<file path="config.mk">
export PLATFORM = sky130hd
export DESIGN_NAME = fetch_top
export DESIGN_NICKNAME = d
export VERILOG_FILES = /design/src/tinyfe_pkg.sv /design/src/fetch_top.sv /design/src/fetch_unit.sv /design/src/if_id.sv /design/src/inst_rom.sv /design/src/load_port.sv /design/src/mem_arbiter.sv
export SDC_FILE = /design/constraint.sdc
export NUM_CORES = 1
export LEC_CHECK = 0
export BUFFER_PORTS_ARGS = -buffer_cell sky130_fd_sc_hd__buf_2
export CORE_AREA = 4 4 298 183
export CTS_CLUSTER_SIZE = 8
export DETAILED_ROUTE_END_ITERATION = 7
export DIE_AREA = 0 0 302 187
export PLACE_DENSITY = 0.42
export SETUP_SLACK_MARGIN = 0.5
export SYNTH_ARGS = -nofsm -noshare
export SYNTH_HDL_FRONTEND = slang
export SYNTH_HIERARCHICAL = 1
export SYNTH_SLANG_ARGS = --single-unit
</file>
<file path="constraint.sdc">
create_clock -name clk_i -period 7.94 [get_ports clk_i]
set_input_delay 0 -clock clk_i [delete_from_list [all_inputs] [get_ports clk_i]]
set_output_delay 0 -clock clk_i [all_outputs]
set_load 0.02 [all_outputs]
</file>
<file path="src/prog.hex">
// one 32-bit instruction word per line, word index 0 to 15
00000093
00100113
00208193
00310213
00418293
00520313
00628393
00730413
00838493
00940513
00a48593
00b50613
00c58693
00d60713
00e68793
00f70813

</file>
<file path="src/tinyfe_pkg.sv">
// ~~~~~~~~~~~~~~~~~~~~~~~~~~~~~~~~~~~~~~~~~~~~~~~~~~
// tinyfe shared definitions
// bus widths, rom size, nop encoding, hold codes and
// the structs passed between the front end blocks
// ~~~~~~~~~~~~~~~~~~~~~~~~~~~~~~~~~~~~~~~~~~~~~~~~~~
`default_nettype none

package tinyfe_pkg;

    localparam int InstBus     = 32;                 // instruction word width
    localparam int InstAddrBus = 32;                 // byte address width
    localparam int INT_BUS     = 8;                  // interrupt flag vector
    localparam int RomDepth    = 16;                 // words in the rom
    localparam int RomAw       = $clog2(RomDepth);   // word index width

    localparam logic [InstBus-1:0] INST_NOP = 32'h0000_0013;  // addi x0, x0, 0

    // hold bus from the rest of the pipeline
    typedef enum logic [1:0] {
        HOLD_NONE  = 2'd0,  // run
        HOLD_FETCH = 2'd1,  // no new fetch reads
        PIPE_CLEAR = 2'd2   // flush if_id, redirect pc
    } hold_e;

    // requester to arbiter
    typedef struct packed {
        logic             req;   // four-phase request
        logic [RomAw-1:0] addr;  // word index
    } mem_req_t;

    // arbiter to requester
    typedef struct packed {
        logic               ack;   // four-phase acknowledge
        logic [InstBus-1:0] data;  // rom word, valid with ack
    } mem_rsp_t;

    // fetch unit to if_id
    typedef struct packed {
        logic [InstBus-1:0]     inst;            // instruction word
        logic [InstAddrBus-1:0] inst_addr;       // its byte address
        logic [InstAddrBus-1:0] inst_addr_next;  // address + 4
    } fetch_item_t;

endpackage

`default_nettype wire
</file>
<file path="src/fetch_top.sv">
// ~~~~~~~~~~~~~~~~~~~~~~~~~~~~~~~~~~~~~~~~~~~~~~~~~~
// instruction front end top
// rom, arbiter, fetch unit, load port and if_id
// ~~~~~~~~~~~~~~~~~~~~~~~~~~~~~~~~~~~~~~~~~~~~~~~~~~
`default_nettype none

module fetch_top
    import tinyfe_pkg::*;
(
    input  wire logic                   clk_i,
    input  wire logic                   rst_ni,
    input  wire hold_e                  hold_i,
    input  wire logic [InstAddrBus-1:0] jump_addr_i,
    input  wire logic [INT_BUS-1:0]     int_flag_i,
    input  wire logic                   ready_i,
    output logic                        valid_o,
    output logic      [InstBus-1:0]     inst_o,
    output logic      [InstAddrBus-1:0] inst_addr_o,
    output logic      [InstAddrBus-1:0] inst_addr_next_o,
    output logic      [INT_BUS-1:0]     int_flag_o,
    input  wire logic                   load_req_i,
    input  wire logic [InstAddrBus-1:0] load_addr_i,
    output logic                        load_ack_o,
    output logic      [InstBus-1:0]     load_data_o
);

    mem_req_t           fetch_req;   // fetch unit to arbiter
    mem_rsp_t           fetch_rsp;
    mem_req_t           load_req;    // load port to arbiter
    mem_rsp_t           load_rsp;
    logic               rom_en;
    logic [RomAw-1:0]   rom_addr;
    logic [InstBus-1:0] rom_data;
    fetch_item_t        item;        // buffered word to if_id
    logic               instr_req;
    logic               instr_ready;

    inst_rom u_rom (
        .clk_i,
        .rd_en_i  (rom_en),
        .rd_addr_i(rom_addr),
        .rd_data_o(rom_data)
    );

    mem_arbiter u_arb (
        .clk_i,
        .rst_ni,
        .fetch_req_i(fetch_req),
        .load_req_i (load_req),
        .fetch_rsp_o(fetch_rsp),
        .load_rsp_o (load_rsp),
        .rom_en_o   (rom_en),
        .rom_addr_o (rom_addr),
        .rom_data_i (rom_data)
    );

    fetch_unit u_fetch (
        .clk_i,
        .rst_ni,
        .hold_i,
        .jump_addr_i,
        .mem_req_o    (fetch_req),
        .mem_rsp_i    (fetch_rsp),
        .instr_req_i  (instr_req),
        .instr_ready_o(instr_ready),
        .item_o       (item)
    );

    load_port u_load (
        .clk_i,
        .rst_ni,
        .load_req_i,
        .load_addr_i,
        .load_ack_o,
        .load_data_o,
        .mem_req_o(load_req),
        .mem_rsp_i(load_rsp)
    );

    if_id u_if_id (
        .clk_i,
        .rst_ni,
        .ready_i,
        .item_i       (item),
        .hold_i,
        .int_flag_i,
        .int_flag_o,
        .inst_o,
        .inst_addr_o,
        .inst_addr_next_o,
        .instr_req_o  (instr_req),
        .instr_ready_i(instr_ready),
        .valid_o
    );

endmodule

`default_nettype wire

</file>
<file path="src/fetch_unit.sv">
// ~~~~~~~~~~~~~~~~~~~~~~~~~~~~~~~~~~~~~~~~~~~~~~~~~~
// fetch unit
// walks the pc, reads the rom over four-phase and
// keeps one word buffered for if_id
// ~~~~~~~~~~~~~~~~~~~~~~~~~~~~~~~~~~~~~~~~~~~~~~~~~~
`default_nettype none

module fetch_unit
    import tinyfe_pkg::*;
(
    input  wire logic                   clk_i,
    input  wire logic                   rst_ni,
    input  wire hold_e                  hold_i,
    input  wire logic [InstAddrBus-1:0] jump_addr_i,   // redirect target
    output mem_req_t                    mem_req_o,
    input  wire mem_rsp_t               mem_rsp_i,
    input  wire logic                   instr_req_i,   // if_id can take a word
    output logic                        instr_ready_o, // buffer holds a word
    output fetch_item_t                 item_o
);

    logic [InstAddrBus-1:0] pc_q;
    logic [InstAddrBus-1:0] req_addr_q;  // byte address of read in flight
    logic [InstAddrBus-1:0] next_addr;
    logic                   req_q;
    logic                   stale_q;     // answer to be dropped
    logic                   buf_valid_q;
    fetch_item_t            buf_q;
    logic                   redirect;
    logic                   xfer;
    logic                   buf_free;
    logic                   accept;
    logic                   fill;
    logic                   issue;

    assign redirect  = (hold_i == PIPE_CLEAR);
    assign xfer      = instr_req_i & buf_valid_q;          // word leaves to if_id
    assign buf_free  = ~buf_valid_q | xfer | redirect;
    assign accept    = req_q & mem_rsp_i.ack & buf_free;   // take data, drop req
    assign fill      = accept & ~stale_q & ~redirect;
    assign issue     = ~req_q & ~mem_rsp_i.ack & (hold_i == HOLD_NONE);
    assign next_addr = req_addr_q + 32'd4;

    always_ff @(posedge clk_i) begin : fetch_ctrl
        if (!rst_ni) begin
            pc_q        <= '0;
            req_q       <= 1'b0;
            stale_q     <= 1'b0;
            buf_valid_q <= 1'b0;
        end else begin
            if (issue) req_q <= 1'b1;
            else if (accept) req_q <= 1'b0;

            if (redirect) stale_q <= req_q & ~accept;  // finish it, drop it
            else if (accept) stale_q <= 1'b0;

            if (redirect) pc_q <= jump_addr_i;
            else if (fill) pc_q <= next_addr;

            if (redirect) buf_valid_q <= 1'b0;
            else if (fill) buf_valid_q <= 1'b1;
            else if (xfer) buf_valid_q <= 1'b0;
        end
    end : fetch_ctrl

    always_ff @(posedge clk_i) begin : fetch_data
        if (issue) req_addr_q <= pc_q;  // stable for the whole handshake
        if (fill) begin
            buf_q <= '{inst: mem_rsp_i.data, inst_addr: req_addr_q, inst_addr_next: next_addr};
        end
    end : fetch_data

    assign mem_req_o     = '{req: req_q, addr: req_addr_q[RomAw+1:2]};
    assign instr_ready_o = buf_valid_q;
    assign item_o        = buf_q;

endmodule

`default_nettype wire

</file>
<file path="src/if_id.sv">
// ~~~~~~~~~~~~~~~~~~~~~~~~~~~~~~~~~~~~~~~~~~~~~~~~~~
// fetch to decode pipeline register
// valid/ready to decode, flush to nop on clear,
// interrupt flags captured next to each instruction
// ~~~~~~~~~~~~~~~~~~~~~~~~~~~~~~~~~~~~~~~~~~~~~~~~~~
`default_nettype none

module if_id
    import tinyfe_pkg::*;
(
    input  wire logic                   clk_i,
    input  wire logic                   rst_ni,
    input  wire logic                   ready_i,          // decode takes item
    input  wire fetch_item_t            item_i,
    input  wire hold_e                  hold_i,
    input  wire logic [INT_BUS-1:0]     int_flag_i,       // peripheral irqs
    output logic      [INT_BUS-1:0]     int_flag_o,
    output logic      [InstBus-1:0]     inst_o,
    output logic      [InstAddrBus-1:0] inst_addr_o,
    output logic      [InstAddrBus-1:0] inst_addr_next_o,
    output logic                        instr_req_o,      // room for a word
    input  wire logic                   instr_ready_i,    // fetch has a word
    output logic                        valid_o
);

    fetch_item_t        item_q;
    logic [INT_BUS-1:0] int_flag_q;
    logic               valid_q;
    logic               en;
    logic               clear;

    assign instr_req_o = ~valid_q | ready_i;  // empty or draining
    assign en          = instr_req_o & instr_ready_i;
    // flush, or a bubble when no word shows up
    assign clear       = (hold_i == PIPE_CLEAR) | (instr_req_o & ~instr_ready_i);

    always_ff @(posedge clk_i) begin : valid_ctrl
        if (!rst_ni) valid_q <= 1'b0;
        else valid_q <= (en | (valid_q & ~ready_i)) & (hold_i != PIPE_CLEAR);  // held in stall
    end : valid_ctrl

    always_ff @(posedge clk_i) begin : stage_regs
        if (!rst_ni || clear) begin
            item_q     <= '{inst: INST_NOP, inst_addr: '0, inst_addr_next: '0};
            int_flag_q <= '0;
        end else if (en) begin
            item_q     <= item_i;
            int_flag_q <= int_flag_i;  // flags ride with the word
        end
    end : stage_regs

    assign inst_o           = item_q.inst;
    assign inst_addr_o      = item_q.inst_addr;
    assign inst_addr_next_o = item_q.inst_addr_next;
    assign int_flag_o       = int_flag_q;
    assign valid_o          = valid_q;

endmodule

`default_nettype wire

</file>
<file path="src/inst_rom.sv">
// ~~~~~~~~~~~~~~~~~~~~~~~~~~~~~~~~~~~~~~~~~~~~~~~~~~
// instruction rom
// single port, one word per cycle, registered output
// ~~~~~~~~~~~~~~~~~~~~~~~~~~~~~~~~~~~~~~~~~~~~~~~~~~
`default_nettype none

module inst_rom
    import tinyfe_pkg::*;
(
    input  wire logic               clk_i,
    input  wire logic               rd_en_i,    // read strobe
    input  wire logic [RomAw-1:0]   rd_addr_i,  // word index
    output logic      [InstBus-1:0] rd_data_o   // holds until next read
);

    logic [InstBus-1:0] mem [RomDepth];  // program image

    initial begin
        $readmemh("/design/src/prog.hex", mem);
    end

    always_ff @(posedge clk_i) begin : rom_read
        if (rd_en_i) begin
            rd_data_o <= mem[rd_addr_i];  // sync read
        end
    end : rom_read

endmodule

`default_nettype wire

</file>
<file path="src/load_port.sv">
// ~~~~~~~~~~~~~~~~~~~~~~~~~~~~~~~~~~~~~~~~~~~~~~~~~~
// load port
// external four-phase load requests turned into rom
// reads through the arbiter
// ~~~~~~~~~~~~~~~~~~~~~~~~~~~~~~~~~~~~~~~~~~~~~~~~~~
`default_nettype none

module load_port
    import tinyfe_pkg::*;
(
    input  wire logic                   clk_i,
    input  wire logic                   rst_ni,
    input  wire logic                   load_req_i,
    input  wire logic [InstAddrBus-1:0] load_addr_i,
    output logic                        load_ack_o,
    output logic      [InstBus-1:0]     load_data_o,
    output mem_req_t                    mem_req_o,
    input  wire mem_rsp_t               mem_rsp_i
);

    typedef enum logic [1:0] {
        LD_IDLE,  // wait for external req
        LD_READ,  // arbiter req up
        LD_ACK    // external ack up
    } ld_state_e;

    ld_state_e          state_q;
    logic [RomAw-1:0]   addr_q;  // latched word index
    logic [InstBus-1:0] data_q;  // latched load result

    always_ff @(posedge clk_i) begin : ld_fsm
        if (!rst_ni) begin
            state_q <= LD_IDLE;
        end else begin
            case (state_q)
                LD_IDLE: if (load_req_i & ~mem_rsp_i.ack) state_q <= LD_READ;
                LD_READ: if (mem_rsp_i.ack) state_q <= LD_ACK;
                LD_ACK:  if (!load_req_i) state_q <= LD_IDLE;
                default: state_q <= LD_IDLE;
            endcase
        end
    end : ld_fsm

    always_ff @(posedge clk_i) begin : ld_data
        if (state_q == LD_IDLE && load_req_i) addr_q <= load_addr_i[RomAw+1:2];
        if (state_q == LD_READ && mem_rsp_i.ack) data_q <= mem_rsp_i.data;
    end : ld_data

    assign mem_req_o   = '{req: (state_q == LD_READ), addr: addr_q};
    assign load_ack_o  = (state_q == LD_ACK);
    assign load_data_o = data_q;

endmodule

`default_nettype wire

</file>
<file path="src/mem_arbiter.sv">
// ~~~~~~~~~~~~~~~~~~~~~~~~~~~~~~~~~~~~~~~~~~~~~~~~~~
// rom arbiter
// round robin between fetch unit and load port, each
// on a four-phase req/ack port, one read at a time
// ~~~~~~~~~~~~~~~~~~~~~~~~~~~~~~~~~~~~~~~~~~~~~~~~~~
`default_nettype none

module mem_arbiter
    import tinyfe_pkg::*;
(
    input  wire logic               clk_i,
    input  wire logic               rst_ni,
    input  wire mem_req_t           fetch_req_i,
    input  wire mem_req_t           load_req_i,
    output mem_rsp_t                fetch_rsp_o,
    output mem_rsp_t                load_rsp_o,
    output logic                    rom_en_o,
    output logic      [RomAw-1:0]   rom_addr_o,
    input  wire logic [InstBus-1:0] rom_data_i
);

    typedef enum logic [1:0] {
        ARB_IDLE,     // wait for a req
        ARB_READ,     // rom read of granted port
        ARB_ACK,      // ack up until req drops
        ARB_RELEASE   // ack down, one cycle gap
    } arb_state_e;

    arb_state_e state_q;
    logic       grant_q;    // last grant, 1 = load port
    logic       pick_load;  // idle choice
    logic       gnt_req;    // req of the granted port

    // tie goes to the port not served last
    assign pick_load = load_req_i.req & (~fetch_req_i.req | ~grant_q);
    assign gnt_req   = grant_q ? load_req_i.req : fetch_req_i.req;

    always_ff @(posedge clk_i) begin : arb_fsm
        if (!rst_ni) begin
            state_q <= ARB_IDLE;
            grant_q <= 1'b1;  // fetch wins the first tie
        end else begin
            case (state_q)
                ARB_IDLE: begin
                    if (fetch_req_i.req | load_req_i.req) begin
                        grant_q <= pick_load;
                        state_q <= ARB_READ;
                    end
                end
                ARB_READ:    state_q <= ARB_ACK;  // data lands now
                ARB_ACK:     if (!gnt_req) state_q <= ARB_RELEASE;
                ARB_RELEASE: state_q <= ARB_IDLE;
                default:     state_q <= ARB_IDLE;
            endcase
        end
    end : arb_fsm

    assign rom_en_o   = (state_q == ARB_READ);
    assign rom_addr_o = grant_q ? load_req_i.addr : fetch_req_i.addr;

    // rom output holds between reads, so data is shared
    assign fetch_rsp_o = '{ack: (state_q == ARB_ACK) & ~grant_q, data: rom_data_i};
    assign load_rsp_o  = '{ack: (state_q == ARB_ACK) & grant_q, data: rom_data_i};

endmodule

`default_nettype wire

</file>
==> impl_results.rst, run 1 <==
.. list-table::
   :header-rows: 1

   * - Metric
     - Value
   * - DRC Markers
     - 0
   * - Largest driver fanout on the critical path
     - 38
   * - Number of nets with antenna violations after routing
     - 0
   * - Total negative setup slack
     - 0 ps
   * - Boundary pin count
     - 216
   * - Detailed placement HPWL
     - 20300 um
   * - Diode count
     - 0
   * - Count of final hold-check violations
     - 0
   * - Number of gates resized after CTS
     - 0
   * - Sort of element at the start of the critical path
     - flip-flop
   * - Fin. max-slew vios
     - 0
   * - Insertion delay of the later-clocked pin in the worst-skew pair
     - 540 ps
   * - Status
     - complete, no violations
   * - Number of sinks driven by the clock tree
     - 303
   * - Required time of the critical path
     - 8100 ps
   * - Number of clock buffers inserted by TritonCTS
     - 43
   * - Type of the tightest min-delay check
     - input port to flip-flop
   * - Placeable Area
     - 51900 sq um
   * - Final nets
     - 1275
   * - Max cap viols
     - 0
   * - Crit path arrival time
     - 3530 ps
   * - Number of synthesis warnings
     - 6
   * - Final routed wirelength across all metal layers
     - 33600 um
   * - Antenna violations before repair
     - 0
   * - CTS tree
     - yes
   * - Worst Setup End Kind
     - flip-flop
   * - Die outline width
     - 302 um
   * - Worst ir drop on vdd
     - 114 uV
   * - Share of post-route cells with drive strength above 1
     - 29.2%
   * - Power Total
     - 3.56 mW
   * - 1st-pass router iterations
     - 4
   * - FILL cells
     - 5431
   * - Drt wl/cell
     - 17.4 um
   * - Average footprint of a synthesized cell
     - 12.1 sq um
   * - GRT Residual Overflow
     - 0
   * - Fin Clk Skew
     - 23.4 ps
   * - Clock tree root driver cell
     - clkbuf_16
   * - Clk slew on worst S/H paths
     - 50 ps
   * - Number of violations reported at the end of detailed-routing iteration 0
     - 483
   * - Top achievable clock speed
     - 297 MHz
   * - Least-Margin Pin Slew
     - 1110 ps
   * - Layout Utilization
     - 29.3%
   * - Max Used Layer
     - met4
   * - Mapped cell area
     - 12600 sq um
   * - Combined flip-flop and latch cell area
     - 7650 sq um
   * - Global-route wire length before repair
     - 51800 um
   * - All-Layer GR Usage
     - 11.8%
   * - Final Wtd Congestion
     - 0.708
   * - Final-report setup violation count
     - 0
   * - Largest net degree at the start of global routing
     - 108
   * - Static Leak
     - 5.87 nW
   * - Area of the multi-input gates
     - 3990 sq um
   * - Wire length on met3
     - 2210 um
   * - Met2 wire length
     - 14100 um
   * - Die Span Y
     - 187 um
   * - Min Tclk post-route
     - 3370 ps
   * - Number of buffers inserted to repair setup after CTS
     - 0
   * - Quantity of I/O buffers inserted on ports
     - 183
   * - Bufs on Longest Clock Path
     - 3
   * - Worst setup slack before clock tree synthesis
     - 4390 ps
   * - Sum of routed wire segments on met1
     - 16800 um
   * - Period utilisation layout
     - 42.5%
   * - Count of vias placed by the detailed router
     - 8001
   * - H-Tree Level Count
     - 2
   * - Site Rows
     - 65
   * - Via count of the first global-routing pass
     - 8435
   * - CTS Hold Buffers Added
     - 43
   * - Syn Inst Count
     - 1041
   * - CP Class
     - flip-flop to flip-flop
   * - Final worst hold slack
     - 41.0 ps
   * - Slew headroom
     - 26.1%
   * - Detailed-route vias per instance
     - 4.15
   * - Area Overhead vs Synth
     - 20.3%
   * - Die footprint
     - 56500 sq um
   * - Power density cells
     - 234 nW/um^2
   * - Starting Density
     - 24.4%
   * - Worst Setup Slack, final
     - 4570 ps
   * - RSZ-0062 raised after global routing
     - no
cell usage in the layout (no fill, tap or decap), types with 9 or more instances in the layout:
master,instances
dlygate4sd3_1,43
a21oi_1,9
buf_4,13
nor3b_1,101
a32o_1,12
nor3_1,24
edfxtp_1,158
nand3_1,36
conb_1,32
xnor2_1,9
nor3_2,80
xor2_1,10
clkbuf_16,43
o21ai_0,17
buf_2,183
clkbuf_1,33
nand2_1,54
dfxtp_1,144
nor2_1,128
final timing paths:
path	from	to	slack [ps]	cells past startpoint
hold / removal	rst_ni	u_arb/grant_q	40	3
setup reg to reg	u_arb/state_q[0]	u_fetch/item_o[5]	4570	8
hold reg to reg	u_fetch/pc_q[9]	u_fetch/req_addr_q[9]	430	0
setup / recovery	u_arb/state_q[0]	u_fetch/item_o[5]	4570	8
power by group:
| part | total [mW] | internal [mW] | switching, mW |
|---|---|---|---|
| combinational | 0.164 | 0.0673 | 0.0970 |
| clock | 1.68 | 1.01 | 0.671 |
| sequential | 1.71 | 1.69 | 0.0263 |
| total | 3.56 | 2.77 | 0.794 |
sequential cells by signal, indices dropped and copies added (netlist names), 2 cells and up:
| name | cells |
|---|---|
| u_arb/state_q | 2 |
| u_fetch/item_o | 94 |
| u_fetch/pc_q | 32 |
| u_fetch/req_addr_q | 32 |
| u_if_id/inst_addr_next_o | 32 |
| u_if_id/inst_addr_o | 32 |
| u_if_id/inst_o | 32 |
| u_if_id/int_flag_o | 8 |
| u_load/load_data_o | 32 |
| u_load/state_q | 2 |
through the flow:
step	instance area, sq um	cells
final	15200	1929
after global routing	15200	1929
after CTS	15200	1929
after detailed placement	13600	1809
after global placement	13600	1809
after floorplan	12800	1072
critical path, cell delays in order (launching register included):
cell,delay (ps)
dfxtp_1,310
inv_1,80
ha_1,250
nor2b_1,400
nand3b_1,240
nand2b_1,200
buf_4,210
nor2_4,650
buf_4,590
final cells by class:
type,instances,share of cell area [%]
Clock buffer,76,7.89
Clock inverter,1,0.0576
Inverter,9,0.239
Multi-Input combinational cell,598,26.2
Sequential cell,303,50.3
Tap cell,703,5.78
Timing Repair Buffer,239,9.49
layer usage:
layer / global-route usage, % / vias to the layer above
met2: 17.4 / 179
li1: - / 3856
met4: 2.23 / 0
met1: 17.4 / 3928
met3: 3.23 / 38
met5: 0 / -
Power figures use the tool's default switching activity.
==> run 2, diff against run 1 <==
- PLACE_DENSITY: 0.42 -> 0.43
- clock period: 7.94 -> 2.8 ns (I/O delays scaled with it)
==> impl_results.rst, run 2 (synthesis results as in run 1) <==
.. list-table::
   :header-rows: 1

   * - Metric
     - Value
   * - Power density cells
     - 655 nW/um^2 (+180%)
   * - Final worst hold slack
     - 241 ps (+200 ps)
   * - Starting Density
     - 24.4% (unchanged)
   * - Layout Utilization
     - 29.8% (+0.44 points)
   * - Highest-delay cell along the critical path
     - clkbuf_16
   * - Bufs on Longest Clock Path
     - 3 (unchanged)
   * - CTS tree
     - yes
   * - Site Rows
     - 65 (unchanged)
   * - Final nets
     - 1287 (+0.94%)
   * - Worst Setup Slack, final
     - 550 ps (-4020 ps)
   * - Crit path arrival time
     - 2430 ps (-1100 ps)
   * - Final-report setup violation count
     - 0 (unchanged)
   * - Die outline width
     - 302 um (unchanged)
   * - Period utilisation layout
     - 80.4% (+38 points)
   * - Final routed wirelength across all metal layers
     - 33700 um (+0.47%)
   * - Slew headroom
     - 54.5% (+28 points)
   * - Global-route wire length before repair
     - 51500 um (-0.56%)
   * - Count of final hold-check violations
     - 0 (unchanged)
   * - CP Class
     - flip-flop to flip-flop
   * - Count of vias placed by the detailed router
     - 8029 (+0.35%)
   * - Clock tree root driver cell
     - clkbuf_16
   * - Largest net degree at the start of global routing
     - 106 (-1.9%)
   * - DRC Markers
     - 0 (unchanged)
   * - Number of violations reported at the end of detailed-routing iteration 0
     - 383 (-21%)
   * - Crit-path max cell delay
     - 340 ps (-310 ps)
   * - Antenna violations before repair
     - 1 (+1)
   * - Fin Clk Skew
     - 25.1 ps (+1.71 ps)
   * - Insertion delay of the later-clocked pin in the worst-skew pair
     - 550 ps (about the same)
   * - Number of buffers and inverters on the critical path
     - 2 (-1)
   * - RSZ-0062 raised after global routing
     - yes
   * - Sort of element at the start of the critical path
     - flip-flop
   * - Area Overhead vs Synth
     - 22.2%
   * - H-Tree Level Count
     - 2 (unchanged)
   * - Worst Setup End Kind
     - flip-flop
   * - Type of the tightest min-delay check
     - input port to flip-flop
   * - Top library cells by usage in the layout, fill and taps aside
     - buf_2, edfxtp_1, dfxtp_1
   * - Placeable Area
     - 51900 sq um (unchanged)
   * - Min Tclk post-route
     - 2250 ps (-1120 ps)
   * - Max Used Layer
     - met4
   * - Max cap viols
     - 0 (unchanged)
   * - Final Wtd Congestion
     - 0.727 (+2.7%)
   * - GRT Residual Overflow
     - 0 (unchanged)
   * - Clk slew on worst S/H paths
     - 50 ps (about the same)
   * - Die footprint
     - 56500 sq um (unchanged)
   * - Number of clock buffers inserted by TritonCTS
     - 43 (unchanged)
   * - Share of post-route cells with drive strength above 1
     - 30.2% (+1.0 points)
   * - Total negative setup slack
     - 0 ps (unchanged)
   * - Required time of the critical path
     - 2980 ps (-5120 ps)
   * - All-Layer GR Usage
     - 11.7% (-0.13 points)
   * - Detailed placement HPWL
     - 20500 um (+0.99%)
   * - Max reg flops
     - 94 (unchanged)
   * - Boundary pin count
     - 216 (unchanged)
   * - Via count of the first global-routing pass
     - 8461 (+0.31%)
   * - 1st-pass router iterations
     - 4 (unchanged)
   * - Status
     - complete, no violations
   * - Detailed-route vias per instance
     - 4.14 (-0.27%)
   * - Top achievable clock speed
     - 444 MHz (+50%)
   * - Quantity of I/O buffers inserted on ports
     - 183 (unchanged)
   * - Wire length on met3
     - 2120 um (-4.2%)
   * - Dominant delay contributor by cell family on the critical path
     - simple AND/OR/NAND/NOR gates
   * - Static Leak
     - 5.98 nW (+1.9%)
   * - Die Span Y
     - 187 um (unchanged)
   * - Ordered cell list for the critical path
     - inv_2 > ha_4 > nor2b_4 > nand3b_1 > nand2b_4 > nor2_4 > clkbuf_16
   * - Commonest non-fill, non-tap cell in the layout
     - buf_2
   * - Cell area after placement
     - 13700 sq um (+1.1%)
   * - Met2 wire length
     - 13800 um (-1.9%)
   * - Fin. max-slew vios
     - 0 (unchanged)
   * - Least-Margin Pin Slew
     - 681 ps (-427 ps)
   * - Worst ir drop on vdd
     - 284 uV (+150%)
   * - Largest driver fanout on the critical path
     - 58 (+53%)
   * - Non-Filler Cell Area, Final
     - 15400 sq um (+1.5%)
   * - Worst setup slack before clock tree synthesis
     - 489 ps (-3900 ps)
   * - Number of sinks driven by the clock tree
     - 303 (unchanged)
   * - Number of nets with antenna violations after routing
     - 0 (unchanged)
   * - Sum of routed wire segments on met1
     - 17200 um (+2.1%)
   * - Drt wl/cell
     - 17.4 um (-0.15%)
==> run 2: changes by cell type in the layout (fill, tap and decap cells not counted), moves of 2 or more <==
cell / previous run / this run
buf_12: 0 / 5
dlygate4sd3_1: 43 / 47
clkbuf_1: 33 / 30
dfxtp_1: 144 / 141
dfxtp_2: 0 / 3
diode_2: 0 / 3
buf_6: 0 / 2
nand2b_1: 5 / 3
nand2b_4: 0 / 2
==> run 2: per-layer routing <==
metal	vias up	global-route usage (%)
li1	3890	-
met1	3912	17.2
met2	174	17.0
met3	53	3.34
met4	0	2.70
met5	-	0
==> run 2: through the flow <==
step,total power [mW],cells
2_1_floorplan,5.32,1072
3_3_place_gp,5.38,1814
3_5_place_dp,5.39,1814
4_1_cts,10.3,1935
5_1_grt,10.6,1938
6_report,10.1,1941
==> run 2: final timing paths <==
path	to	from	slack, ps	cells after the start
hold reg to reg	u_fetch/req_addr_q[12]	u_fetch/pc_q[12]	430	0
setup reg to reg	u_fetch/item_o[74]	u_arb/state_q[0]	550	7
hold / removal	u_fetch/pc_q[12]	jump_addr_i[12]	240	4
setup / recovery	u_fetch/item_o[74]	u_arb/state_q[0]	550	7
==> run 2: cell type report <==
cell class	count	area, sq um
Antenna cell	3	7.51
Fill cell	5396	36500
Multi-Input combinational cell	598	4030
Clock buffer	73	1190
Sequential cell	303	7650
Clock inverter	1	8.76
Timing Repair Buffer	251	1630
Inverter	9	36.3
Tap cell	703	880
==> run 2: report_power, final <==
group | switching [mW] | total (mW) | internal (mW)
Sequential | 0.0778 | 4.87 | 4.79
Clock | 1.91 | 4.75 | 2.85
Combinational | 0.280 | 0.487 | 0.207
Total | 2.26 | 10.1 | 7.84
==> run 2: worst min-delay path: stages <==
cell and delay [ps]:
dlygate4sd3_1 520, buf_2 100, nand3_1 60, o31ai_1 60
==> run 2: repair_timing <==
item                                    in CTS  in global routing
buffers inserted                             0                  3
hold buffers                                47                  0
resized for setup                            1                  3
hold endpoints to repair                    47                  0
gates cloned                                 0                  0
endpoints found under the setup margin      35                122
